--- config.mk ---
export PLATFORM = sky130hd
export DESIGN_NAME = cpu_top
export DESIGN_NICKNAME = d
export VERILOG_FILES = /design/src/source/rv_pkg.sv /design/src/source/control_unit.sv /design/src/source/cpu_top.sv /design/src/source/datapath.sv /design/src/source/ex_stage.sv /design/src/source/hazard_unit.sv /design/src/source/id_stage.sv
export SDC_FILE = /design/constraint.sdc
export NUM_CORES = 2
export LEC_CHECK = 0
export ABC_AREA = 1
export BUFFER_PORTS_ARGS = -buffer_cell sky130_fd_sc_hd__buf_2
export CAP_MARGIN = 20
export CELL_PAD_IN_SITES_DETAIL_PLACEMENT = 1
export CELL_PAD_IN_SITES_GLOBAL_PLACEMENT = 1
export CORE_UTILIZATION = 45
export DETAILED_ROUTE_END_ITERATION = 12
export PLACE_DENSITY = 0.85
export SYNTH_ARGS = -nofsm -noshare
export SYNTH_HDL_FRONTEND = slang
export SYNTH_SLANG_ARGS = --single-unit
--- constraint.sdc ---
create_clock -name clk -period 5.4 [get_ports clk]
set_input_delay 0.54 -clock clk [delete_from_list [all_inputs] [get_ports clk]]
set_output_delay 0.54 -clock clk [all_outputs]
set_load 0.01 [all_outputs]
--- src/source/rv_pkg.sv ---
package rv_pkg;

    // major opcodes of the supported subset
    typedef enum logic [6:0] {
        OPC_OP     = 7'b0110011,
        OPC_OP_IMM = 7'b0010011,
        OPC_LUI    = 7'b0110111,
        OPC_LOAD   = 7'b0000011,
        OPC_STORE  = 7'b0100011,
        OPC_BRANCH = 7'b1100011,
        OPC_JAL    = 7'b1101111
    } opcode_e;

    typedef enum logic [3:0] {
        ALU_ADD    = 4'd0,
        ALU_SUB    = 4'd1,
        ALU_AND    = 4'd2,
        ALU_OR     = 4'd3,
        ALU_XOR    = 4'd4,
        ALU_SLT    = 4'd5,
        ALU_PASS_B = 4'd6
    } alu_op_e;

    typedef enum logic [2:0] {
        BR_NONE = 3'd0,
        BR_BEQ  = 3'd1,
        BR_BNE  = 3'd2,
        BR_BLT  = 3'd3,
        BR_JAL  = 3'd4
    } branch_e;

    // all zero is a no-op
    typedef struct packed {
        alu_op_e     alu_op;
        logic        alu_src_a_pc;
        logic        alu_src_b_imm;
        branch_e     branch;
        logic        reg_write;
        logic        mem_read;
        logic        mem_write;
    } ctrl_t;

    typedef struct packed {
        logic        valid;
        logic [31:0] pc;
        logic [31:0] instr;
    } if_id_t;

    typedef struct packed {
        logic        valid;
        logic [31:0] pc;
        logic [4:0]  rs1;
        logic [4:0]  rs2;
        logic [4:0]  rd;
        logic [31:0] rs1_data;
        logic [31:0] rs2_data;
        logic [31:0] imm;
        ctrl_t       ctrl;
    } id_ex_t;

    typedef struct packed {
        logic        valid;
        logic [31:0] result;
        logic [31:0] store_data;
        logic [4:0]  rd;
        logic        reg_write;
        logic        mem_read;
        logic        mem_write;
    } ex_mem_t;

    typedef struct packed {
        logic        valid;
        logic [31:0] wb_data;
        logic [4:0]  rd;
        logic        reg_write;
    } mem_wb_t;

endpackage

--- src/source/control_unit.sv ---
`timescale 1ns/1ps

module control_unit import rv_pkg::*; (
    input  opcode_e    opcode_i,
    input  logic [2:0] funct3_i,
    input  logic       funct7_5_i,
    output ctrl_t      ctrl_o
);

    always_comb begin
        ctrl_o = '0;
        case (opcode_i)
            OPC_OP, OPC_OP_IMM: begin
                ctrl_o.reg_write     = 1'b1;
                ctrl_o.alu_src_b_imm = (opcode_i == OPC_OP_IMM);
                case (funct3_i)
                    3'b000: begin
                        // funct7 bit 5 selects sub only for register ops
                        if (opcode_i == OPC_OP && funct7_5_i) begin
                            ctrl_o.alu_op = ALU_SUB;
                        end else begin
                            ctrl_o.alu_op = ALU_ADD;
                        end
                    end
                    3'b010:  ctrl_o.alu_op = ALU_SLT;
                    3'b100:  ctrl_o.alu_op = ALU_XOR;
                    3'b110:  ctrl_o.alu_op = ALU_OR;
                    3'b111:  ctrl_o.alu_op = ALU_AND;
                    default: ctrl_o = '0;
                endcase
            end
            OPC_LUI: begin
                ctrl_o.alu_op        = ALU_PASS_B;
                ctrl_o.alu_src_b_imm = 1'b1;
                ctrl_o.reg_write     = 1'b1;
            end
            OPC_LOAD: begin
                ctrl_o.alu_src_b_imm = 1'b1;
                ctrl_o.reg_write     = 1'b1;
                ctrl_o.mem_read      = 1'b1;
            end
            OPC_STORE: begin
                ctrl_o.alu_src_b_imm = 1'b1;
                ctrl_o.mem_write     = 1'b1;
            end
            OPC_BRANCH: begin
                case (funct3_i)
                    3'b000:  ctrl_o.branch = BR_BEQ;
                    3'b001:  ctrl_o.branch = BR_BNE;
                    3'b100:  ctrl_o.branch = BR_BLT;
                    default: ctrl_o.branch = BR_NONE;
                endcase
            end
            OPC_JAL: begin
                // link value replaces the alu result in ex
                ctrl_o.alu_src_a_pc  = 1'b1;
                ctrl_o.alu_src_b_imm = 1'b1;
                ctrl_o.branch        = BR_JAL;
                ctrl_o.reg_write     = 1'b1;
            end
            default: ctrl_o = '0;
        endcase
    end

endmodule

--- src/source/cpu_top.sv ---
`timescale 1ns/1ps

module cpu_top import rv_pkg::*; #(
    parameter logic [31:0] RESET_PC = 32'h0000_0000
) (
    input  logic        clk,
    input  logic        rst_n_i,
    input  logic [31:0] instr_i,
    input  logic [31:0] load_data_i,
    output logic [31:0] rom_addr_o,
    output logic [31:0] ram_addr_o,
    output logic        r_en_o,
    output logic        w_en_o,
    output logic [31:0] store_data_o
);

    ctrl_t      ctrl;
    opcode_e    opcode;
    logic [2:0] funct3;
    logic       funct7_5;

    control_unit u_control_unit (
        .opcode_i   (opcode),
        .funct3_i   (funct3),
        .funct7_5_i (funct7_5),
        .ctrl_o     (ctrl)
    );

    datapath #(
        .RESET_PC (RESET_PC)
    ) u_datapath (
        .clk          (clk),
        .rst_n_i      (rst_n_i),
        .instr_i      (instr_i),
        .load_data_i  (load_data_i),
        .ctrl_i       (ctrl),
        .rom_addr_o   (rom_addr_o),
        .ram_addr_o   (ram_addr_o),
        .r_en_o       (r_en_o),
        .w_en_o       (w_en_o),
        .store_data_o (store_data_o),
        .opcode_o     (opcode),
        .funct3_o     (funct3),
        .funct7_5_o   (funct7_5)
    );

endmodule

--- src/source/datapath.sv ---
`timescale 1ns/1ps

module datapath import rv_pkg::*; #(
    parameter logic [31:0] RESET_PC = 32'h0000_0000
) (
    input  logic        clk,
    input  logic        rst_n_i,
    input  logic [31:0] instr_i,
    input  logic [31:0] load_data_i,
    input  ctrl_t       ctrl_i,
    output logic [31:0] rom_addr_o,
    output logic [31:0] ram_addr_o,
    output logic        r_en_o,
    output logic        w_en_o,
    output logic [31:0] store_data_o,
    output opcode_e     opcode_o,
    output logic [2:0]  funct3_o,
    output logic        funct7_5_o
);

    logic [31:0] pc_q;
    if_id_t      if_id_q;
    id_ex_t      id_ex_q;
    id_ex_t      id_ex_d;
    ex_mem_t     ex_mem_q;
    mem_wb_t     mem_wb_q;

    logic [31:0] rs1_data;
    logic [31:0] rs2_data;
    logic [31:0] imm;
    logic [31:0] ex_result;
    logic [31:0] ex_store_data;
    logic        taken;
    logic [31:0] target;
    logic        stall;
    logic        flush;

    // decode fields
    assign opcode_o   = opcode_e'(if_id_q.instr[6:0]);
    assign funct3_o   = if_id_q.instr[14:12];
    assign funct7_5_o = if_id_q.instr[30];

    assign rom_addr_o = pc_q;

    always_ff @(posedge clk or negedge rst_n_i) begin
        if (!rst_n_i) begin
            pc_q <= RESET_PC;
        end else if (flush) begin
            pc_q <= target;
        end else if (!stall) begin
            pc_q <= pc_q + 32'd4;
        end
    end

    always_ff @(posedge clk or negedge rst_n_i) begin
        if (!rst_n_i) begin
            if_id_q <= '0;
        end else if (flush) begin
            if_id_q.valid <= 1'b0;
        end else if (!stall) begin
            if_id_q.valid <= 1'b1;
            if_id_q.pc    <= pc_q;
            if_id_q.instr <= instr_i;
        end
    end

    id_stage u_id_stage (
        .clk        (clk),
        .rst_n_i    (rst_n_i),
        .instr_i    (if_id_q.instr),
        .wb_i       (mem_wb_q),
        .rs1_data_o (rs1_data),
        .rs2_data_o (rs2_data),
        .imm_o      (imm)
    );

    always_comb begin
        id_ex_d.valid    = if_id_q.valid;
        id_ex_d.pc       = if_id_q.pc;
        id_ex_d.rs1      = if_id_q.instr[19:15];
        id_ex_d.rs2      = if_id_q.instr[24:20];
        id_ex_d.rd       = if_id_q.instr[11:7];
        id_ex_d.rs1_data = rs1_data;
        id_ex_d.rs2_data = rs2_data;
        id_ex_d.imm      = imm;
        id_ex_d.ctrl     = ctrl_i;
    end

    hazard_unit u_hazard_unit (
        .rs1_i         (id_ex_d.rs1),
        .rs2_i         (id_ex_d.rs2),
        .ex_rd_i       (id_ex_q.rd),
        .ex_mem_read_i (id_ex_q.valid && id_ex_q.ctrl.mem_read),
        .taken_i       (taken),
        .stall_o       (stall),
        .flush_o       (flush)
    );

    // bubble on stall or redirect
    always_ff @(posedge clk or negedge rst_n_i) begin
        if (!rst_n_i) begin
            id_ex_q <= '0;
        end else if (flush || stall) begin
            id_ex_q <= '0;
        end else begin
            id_ex_q <= id_ex_d;
        end
    end

    ex_stage u_ex_stage (
        .id_ex_i      (id_ex_q),
        .ex_mem_i     (ex_mem_q),
        .mem_wb_i     (mem_wb_q),
        .result_o     (ex_result),
        .store_data_o (ex_store_data),
        .taken_o      (taken),
        .target_o     (target)
    );

    always_ff @(posedge clk or negedge rst_n_i) begin
        if (!rst_n_i) begin
            ex_mem_q <= '0;
        end else begin
            ex_mem_q.valid      <= id_ex_q.valid;
            ex_mem_q.result     <= ex_result;
            ex_mem_q.store_data <= ex_store_data;
            ex_mem_q.rd         <= id_ex_q.rd;
            ex_mem_q.reg_write  <= id_ex_q.ctrl.reg_write;
            ex_mem_q.mem_read   <= id_ex_q.ctrl.mem_read;
            ex_mem_q.mem_write  <= id_ex_q.ctrl.mem_write;
        end
    end

    assign ram_addr_o   = ex_mem_q.result;
    assign store_data_o = ex_mem_q.store_data;
    assign r_en_o       = ex_mem_q.valid && ex_mem_q.mem_read;
    assign w_en_o       = ex_mem_q.valid && ex_mem_q.mem_write;

    always_ff @(posedge clk or negedge rst_n_i) begin
        if (!rst_n_i) begin
            mem_wb_q <= '0;
        end else begin
            mem_wb_q.valid     <= ex_mem_q.valid;
            mem_wb_q.wb_data   <= ex_mem_q.mem_read ? load_data_i : ex_mem_q.result;
            mem_wb_q.rd        <= ex_mem_q.rd;
            mem_wb_q.reg_write <= ex_mem_q.reg_write;
        end
    end

endmodule

--- src/source/ex_stage.sv ---
`timescale 1ns/1ps

module ex_stage import rv_pkg::*; (
    input  id_ex_t      id_ex_i,
    input  ex_mem_t     ex_mem_i,
    input  mem_wb_t     mem_wb_i,
    output logic [31:0] result_o,
    output logic [31:0] store_data_o,
    output logic        taken_o,
    output logic [31:0] target_o
);

    logic [31:0] fwd_a;
    logic [31:0] fwd_b;
    logic [31:0] op_a;
    logic [31:0] op_b;
    logic [31:0] alu_out;
    logic        cond;

    // newest producer wins
    function automatic logic [31:0] forward(
        input logic [4:0]  rs,
        input logic [31:0] reg_data,
        input ex_mem_t     ex_mem,
        input mem_wb_t     mem_wb
    );
        if (ex_mem.valid && ex_mem.reg_write && ex_mem.rd != 5'd0 && ex_mem.rd == rs) begin
            return ex_mem.result;
        end
        if (mem_wb.valid && mem_wb.reg_write && mem_wb.rd != 5'd0 && mem_wb.rd == rs) begin
            return mem_wb.wb_data;
        end
        return reg_data;
    endfunction

    assign fwd_a = forward(id_ex_i.rs1, id_ex_i.rs1_data, ex_mem_i, mem_wb_i);
    assign fwd_b = forward(id_ex_i.rs2, id_ex_i.rs2_data, ex_mem_i, mem_wb_i);

    assign op_a = id_ex_i.ctrl.alu_src_a_pc  ? id_ex_i.pc  : fwd_a;
    assign op_b = id_ex_i.ctrl.alu_src_b_imm ? id_ex_i.imm : fwd_b;

    always_comb begin
        case (id_ex_i.ctrl.alu_op)
            ALU_ADD:    alu_out = op_a + op_b;
            ALU_SUB:    alu_out = op_a - op_b;
            ALU_AND:    alu_out = op_a & op_b;
            ALU_OR:     alu_out = op_a | op_b;
            ALU_XOR:    alu_out = op_a ^ op_b;
            ALU_SLT:    alu_out = {31'b0, $signed(op_a) < $signed(op_b)};
            ALU_PASS_B: alu_out = op_b;
            default:    alu_out = '0;
        endcase
    end

    // branch compare always uses register operands
    always_comb begin
        case (id_ex_i.ctrl.branch)
            BR_BEQ:  cond = (fwd_a == fwd_b);
            BR_BNE:  cond = (fwd_a != fwd_b);
            BR_BLT:  cond = ($signed(fwd_a) < $signed(fwd_b));
            BR_JAL:  cond = 1'b1;
            default: cond = 1'b0;
        endcase
    end

    assign taken_o  = id_ex_i.valid && cond;
    assign target_o = id_ex_i.pc + id_ex_i.imm;

    // jal links pc+4
    assign result_o = (id_ex_i.ctrl.branch == BR_JAL) ? id_ex_i.pc + 32'd4 : alu_out;

    assign store_data_o = fwd_b;

endmodule

--- src/source/hazard_unit.sv ---
`timescale 1ns/1ps

module hazard_unit (
    input  logic [4:0] rs1_i,
    input  logic [4:0] rs2_i,
    input  logic [4:0] ex_rd_i,
    input  logic       ex_mem_read_i,
    input  logic       taken_i,
    output logic       stall_o,
    output logic       flush_o
);

    logic load_use;

    // load result not ready until wb, one bubble is enough
    assign load_use = ex_mem_read_i && (ex_rd_i != 5'd0) &&
                      ((ex_rd_i == rs1_i) || (ex_rd_i == rs2_i));

    assign flush_o = taken_i;

    // decode instr is discarded anyway on a redirect
    assign stall_o = load_use && !taken_i;

endmodule

--- src/source/id_stage.sv ---
`timescale 1ns/1ps

module id_stage import rv_pkg::*; (
    input  logic        clk,
    input  logic        rst_n_i,
    input  logic [31:0] instr_i,
    input  mem_wb_t     wb_i,
    output logic [31:0] rs1_data_o,
    output logic [31:0] rs2_data_o,
    output logic [31:0] imm_o
);

    logic [31:0] regs [31:1];
    logic        wb_en;
    opcode_e     opcode;

    assign wb_en  = wb_i.valid && wb_i.reg_write && (wb_i.rd != 5'd0);
    assign opcode = opcode_e'(instr_i[6:0]);

    always_ff @(posedge clk or negedge rst_n_i) begin
        if (!rst_n_i) begin
            for (int i = 1; i < 32; i++) begin
                regs[i] <= '0;
            end
        end else if (wb_en) begin
            regs[wb_i.rd] <= wb_i.wb_data;
        end
    end

    // x0 reads zero, same-cycle write bypasses the array
    function automatic logic [31:0] read_reg(input logic [4:0] addr);
        if (addr == 5'd0) begin
            return '0;
        end
        if (wb_en && wb_i.rd == addr) begin
            return wb_i.wb_data;
        end
        return regs[addr];
    endfunction

    assign rs1_data_o = read_reg(instr_i[19:15]);
    assign rs2_data_o = read_reg(instr_i[24:20]);

    always_comb begin
        case (opcode)
            OPC_OP_IMM, OPC_LOAD: imm_o = {{20{instr_i[31]}}, instr_i[31:20]};
            OPC_STORE:  imm_o = {{20{instr_i[31]}}, instr_i[31:25], instr_i[11:7]};
            OPC_BRANCH: imm_o = {{19{instr_i[31]}}, instr_i[31], instr_i[7],
                                 instr_i[30:25], instr_i[11:8], 1'b0};
            OPC_LUI:    imm_o = {instr_i[31:12], 12'b0};
            OPC_JAL:    imm_o = {{11{instr_i[31]}}, instr_i[31], instr_i[19:12],
                                 instr_i[20], instr_i[30:21], 1'b0};
            default:    imm_o = '0;
        endcase
    end

endmodule

* Yosys cells after proc, flatten, opt, wreduce, memory -nomap -nowiden *
Index checks and enable logic that the tools add are counted.

word-level totals
  register bits after elaboration = 1357
  output and inout bits = 98
  logic and storage cells = 203

cells by class
  add/sub/neg operators = 5
  order comparisons = 6
  equal/unequal tests = 33
  muxes and demuxes = 58
  bitwise gates (word level) = 5
  reductions and logical operators = 35

operator list
  cell                     number
  $bwmux W992              1
  $mux W32                 25
  $bmux W32 S5             2
  $pmux W32 S7             1
  $demux W32 S5            1
  $pmux W32 S5             1
  $mux W156                1
  $mux W65                 1
  $add A32 B3 Y32 const B  2
  $add A32 B32 Y32         2
  $lt A32 B32 Y1           2
  $eq A5 B5 Y1             8
  $and A32 B32 Y32         1
  $eq A32 B32 Y1           1
  $ne A32 B32 Y1           1
  $or A32 B32 Y32          1
  $sub A32 B32 Y32         1
  $xor A32 B32 Y32         1
  $eq A7 B6 Y1 const B     3
  $pmux W4 S5              1
  $logic_and A1 B1 Y1      19
  $lt A5 B6 Y1 const B     3
  $reduce_bool A5 Y1       3
  $eq A7 B7 Y1 const B     2
  other kinds (28)         58

* Longest topological paths before layout *
  depth in word-level cells = 14
  mapped depth = 33

* Cells and area by module *
From an unflattened synthesis, not the netlist that was laid out.

second synthesis, totals
  cells, all modules = 12803
  area, all modules = 85674.7 um^2

by module, submodules not included
  module        instances  cells an instance  area each (um^2)
  id_stage      1          8700               58011.9
  ex_stage      1          2743               13763.2
  datapath      1          1257               13419.1
  control_unit  1          57                 272.8
  hazard_unit   1          46                 207.7

* Least setup slack after synthesis *
Ideal clock, no wire load.

  path type = register to register
  start point = register u_datapath.mem_wb_q[2] in the netlist's numbering
  end point = register u_datapath.ex_mem_q, in the netlist u_datapath.ram_addr_o[17]
  library setup time = 0.123 ns
  arrival = 3.850 ns
  setup slack = 1.427 ns
  cell stages (with the launch flop) = 26
  buffers on the path = 4
  path through = dfrtp_1 -> buf_4 -> nor2_8 -> nand3_2 -> nand2_4 -> inv_2 -> nand3_1 -> clkbuf_1 -> clkbuf_1 -> nor2_1 -> o22ai_1 -> o21ai_0 -> inv_1 -> ha_1 -> clkbuf_1 -> nor2_1 -> nand3_1 -> o21ai_0 -> nand2_1 -> nand3_1 -> a31oi_1 -> or2_2 -> nand3_1 -> nand3_1 -> o21ai_0 -> nand2_1

on the way
  cells in the longest elaborated chain, start to end = 11

RTL lines
  element                                   line                            source
  start: declaration                        datapath.sv:26                  mem_wb_t mem_wb_q;
  $reduce_bool A5 Y1                        ex_stage.sv:30                  if (mem_wb.valid && mem_wb.reg_write && mem_wb.rd != 5'd0 && mem_wb.rd == rs) begin
  $logic_and A1 B1 Y1 (2 in a row)          ex_stage.sv:30
  $mux W1 (2 in a row)                      ex_stage.sv:30
  $mux W32                                  ex_stage.sv:33                  return reg_data;
  $mux W32                                  ex_stage.sv:30
  $mux W32 (on tied branches)               ex_stage.sv:39, ex_stage.sv:40
  $sub A32 B32 Y32 (tied with other cells)  ex_stage.sv:45                  ALU_SUB: alu_out = op_a - op_b;
  $pmux W32 S7 *                            ex_stage.sv:43                  case (id_ex_i.ctrl.alu_op)
  $mux W32 *                                ex_stage.sv:70                  assign result_o = (id_ex_i.ctrl.branch == BR_JAL) ? id_ex_i.pc + 32'd4 : alu_out;
  named net u_datapath.ex_result[17]        datapath.sv:31                  logic [31:0] ex_result;
  end: declaration                          datapath.sv:25                  ex_mem_t ex_mem_q;

Mark *: on every way through the listed nets, which the timed path passes. The rest lies on a longest branch. The select of a mux whose other input is x is not followed.
A chain may end at the register's enable or synchronous reset.

* Worst setup path in the final report *
  start point = register u_datapath.mem_wb_q[4] in the netlist's numbering
  end point = register u_datapath.ex_mem_q, in the netlist u_datapath.ram_addr_o[0]

on the way
  cells in the longest elaborated chain, start to end = 11

RTL lines
  element                                   line
  $reduce_bool A5 Y1                        ex_stage.sv:30
  $logic_and A1 B1 Y1 (2 in a row)          ex_stage.sv:30
  $mux W1 (2 in a row)                      ex_stage.sv:30
  $mux W32                                  ex_stage.sv:33
  $mux W32                                  ex_stage.sv:30
  $mux W32 (on tied branches)               ex_stage.sv:39, ex_stage.sv:40
  $sub A32 B32 Y32 (tied with other cells)  ex_stage.sv:45
  $pmux W32 S7 *                            ex_stage.sv:43
  $mux W32 *                                ex_stage.sv:70
  named net u_datapath.ex_result[0]         datapath.sv:31

Marked as above.

==> impl_metrics.toml <==
[synthesis]
async_flop_share_pct = 100
synth_cell_types = 55
ys.flop_type = "dfrtp_1"
synth_top_family_by_area = "compound AO/OA/AOI/OAI gates"
synth_edf_count = 0
yosys.area_share.simple_pct = 16.5
yosys-top-cells-area = "dfrtp_1 (44%), o21ai_0 (12%), nand2_1 (9.8%), inv_1 (4.5%), a21oi_1 (4.4%)"
synth_compound_area_share_pct = 26.3
yosysWarnings = 0
synth.top_cell.area_share_pct = 44.0
synth_area_mm2 = 0.0771
ys_seq_elements = 1355
avgSynthCellArea_um2 = 7.65
synth_fp_nets = 10314
synth_xor_area_share_pct = 1.01
synthMuxAreaShare_pct = 0
syn_inst = 10076
yosys.area.top_type = "dfrtp_1"
synthAdderAreaFrac_pct = 2.82
yosysSeqAreaShare_pct = 44.0

[worst_setup_path]
cpMostUsedCell = "inv_1"
cpPeakStageDelay_ns = 0.66
path_delay_family = "simple AND/OR/NAND/NOR gates"
critPathBufInv = 6
rrSetupSlack_ns = 0.32
r2r-start = "u_datapath.mem_wb_q[4]"
rr_endpoint = "u_datapath.ram_addr_o[0]"
crit_chain = "nor2_2, nand3_2, nand2_4, inv_2, nand3_1, inv_1, buf_6, o21ai_0, o22ai_1, o21ai_0, inv_1, ha_1, nor2_1, inv_1, nor3_1, inv_1, nor2_1, nand4_1, a21oi_1, o211ai_1, nand2_1, o21ai_0"
cp_data_arrival_time_ns = 5.78
crit_type = "register to register"
reg2reg_depth = 22
slowest_stage = "o21ai_0"
worst_setup_path_start_kind = "register"
path_max_fanout = 33
cp_data_required_time_ns = 6.10
endpoint_kind = "register"

[clocking]
cts_root_buf = "clkbuf_16"
post_cts_buffers = 0
htreeDepth = 4
cts_tree = "done"
clockBufferDepth = 3
clk_latency_ns = 0.85
path_clk_slew_ns = 0.06
cts_buffers = 157
cts_sinks = 1355

[power_and_ir_drop]
total_leakage_power_nw = 37.9
irDropWorstVdd_mv = 0.236
power.density_mw_per_mm2 = 365

[place]
dp_hpwl_mm = 226
placed_area_mm2 = 0.0798
globalplace.congestion = 1.05
io_buffer_count = 163
dp.cells = 11847

[worst_hold_path]
hold_path_startpoint = "instr_i[29]"
holdPathEnd = "u_datapath.if_id_q[29]"
min_path_type = "input port to register"
hold_depth = 3

[cells_and_area]
syn2layout_area_growth_pct = 11.2
fill_cells = 20572
drive_above_1_share_pct = 8.29
finalInstanceArea_mm2 = 0.0857
instances_no_fill = 12184
nets = 10067
mostFrequentLayoutCells = "nand2_1 (1990), o21ai_0 (1899), dfrtp_1 (1342), inv_1 (905), a21oi_1 (677)"
final_common_cell = "nand2_1"

[detailed_routing]
drt_wl_total_mm = 367
dr.pass1.iters = 6
via_per_inst = 6.65
drc_errors = 0
wire_per_inst_um = 30.1
postRouteAntennaNets = 0
first_iter_violations = 10765
num_vias = 81040

[grt]
grt-ovfl-total = 0
grt_max_degree = 155
grt_pass1_wl_mm = 540
antenna_found_initial = 16
grt_pass1_vias = 82149
gr-usage-all-layers_pct = 41.6

[timing]
final.setup_skew_ns = 0.0412
slew_violations = 0
fmax_mhz = 197
tightest_slew_ns = 1.25
setup_viol = 0
fin_setup_tns_ns = 0
hold_viol = 0
slew_headroom_pct = 16.7
rsz0062_at_grt = "false"
finalCriticalPeriod_ns = 5.08
post-route-period-util_pct = 94.0

[floorplanning]
core_region_area_mm2 = 0.170
die_x_um = 416
die_area_mm2 = 0.173
rows = 151
die_y_um = 416
ioPinCount = 164
start_util_pct = 45.4

[run_status]
status = "completed"

[job]
drv_cap = 0
## repair_timing
item | in CTS | in global routing
endpoints found under the hold margin | 137 | 0
resized for setup | 0 | 16
hold buffers | 38 | 0
endpoints found under the setup margin | 0 | 132
## cell usage after synthesis, types with 23 or more instances
master    count
o21a_1       30
nor2_1      536
buf_1        46
nor3_1       45
o221ai_1    305
a221oi_1     94
nand3_1     430
a22oi_1      64
o22ai_1      98
dfrtp_1    1355
buf_2        34
ha_1        169
buf_4        73
a21oi_1     678
inv_1       914
o211ai_1    162
o21ai_0    1906
o311ai_0     23
nand4_1      60
a211oi_1     41
xor2_1       70
clkbuf_1    712
nand2_1    2018
## flip-flops by register name (all words and copies together), names as in the netlist
register and flops:
u_datapath.ex_mem_q 9, u_datapath.funct3_o 3, u_datapath.funct7_5_o 1, u_datapath.id_ex_d 48, u_datapath.id_ex_q 154, u_datapath.if_id_q 6, u_datapath.mem_wb_q 39, u_datapath.opcode_o 7
u_datapath.ram_addr_o 32, u_datapath.rom_addr_o 32, u_datapath.store_data_o 32, u_datapath.u_id_stage.regs 992
## worst min-delay path, delay by kind of cell
family,cells,cell delay (ns)
AND/OR/NAND/NOR,2,0.15
buffers and inverters,1,0.11
## where the power goes
part,total (mW),leakage (nW),switching [mW],internal [mW]
sequential,12.3,18.3,1.26,11.0
combinational,7.59,17.0,5.57,2.02
clock,11.4,2.65,4.73,6.69
total,31.3,37.9,11.6,19.7
## metal layers
layer  share of wire, %  GRT usage (%)
met1                 39           55.0
met5              0.029          0.333
met3                 11           10.9
met2                 42           60.4
met4                7.0           26.6
## how the worst max path moves through the flow
stage                           start                        end  slack [ns]  depth (start not counted)
6_report       u_datapath.mem_wb_q[4]   u_datapath.ram_addr_o[0]        0.32                         22
5_1_grt        u_datapath.mem_wb_q[5]  u_datapath.rom_addr_o[10]        0.01                         26
4_1_cts        u_datapath.mem_wb_q[1]  u_datapath.ram_addr_o[31]        0.20                         26
3_5_place_dp   u_datapath.mem_wb_q[1]  u_datapath.ram_addr_o[31]        0.27                         26
3_3_place_gp   u_datapath.mem_wb_q[1]  u_datapath.ram_addr_o[31]        0.26                         24
2_1_floorplan  u_datapath.mem_wb_q[2]  u_datapath.ram_addr_o[17]        1.43                         25
## per-stage QoR
stage	setup slack [ns]	power [mW]	hold WS, ns	util (%)
detailed placement	0.273	19.6	0.364	47.0
CTS	0.199	31.0	0.000454	50.4
global route	0.0141	32.2	0.00284	50.5
global placement	0.255	19.4	0.357	47.0
floorplan	1.43	16.0	0.244	-
finish	0.323	31.3	0.0222	50.5
## final cells by class
cell class                      instances  area, um2  share of cell area, %
Tap cell                             2218       2780                   3.24
Clock inverter                         71        943                   1.10
Inverter                              935       3540                   4.13
Multi-Input combinational cell       6908      36300                   42.3
Sequential cell                      1355      33900                   39.6
Clock buffer                          218       4480                   5.23
Timing Repair Buffer                  472       3730                   4.35
Antenna cell                            7       17.5                 0.0204
## cells by family (layout without fill, tap and decap cells)
family                     count (synthesis)  after routing
AOI/OAI and AO/OA                       3504           3504
xor gates and xnor gates                  89             89
adders and majority gates                172            172
buffers and inverters                   1814           1696
DFF                                     1355           1355
other                                      0              7
and+or+nand+nor                         3142           3143
Power figures use the tool's default switching activity.
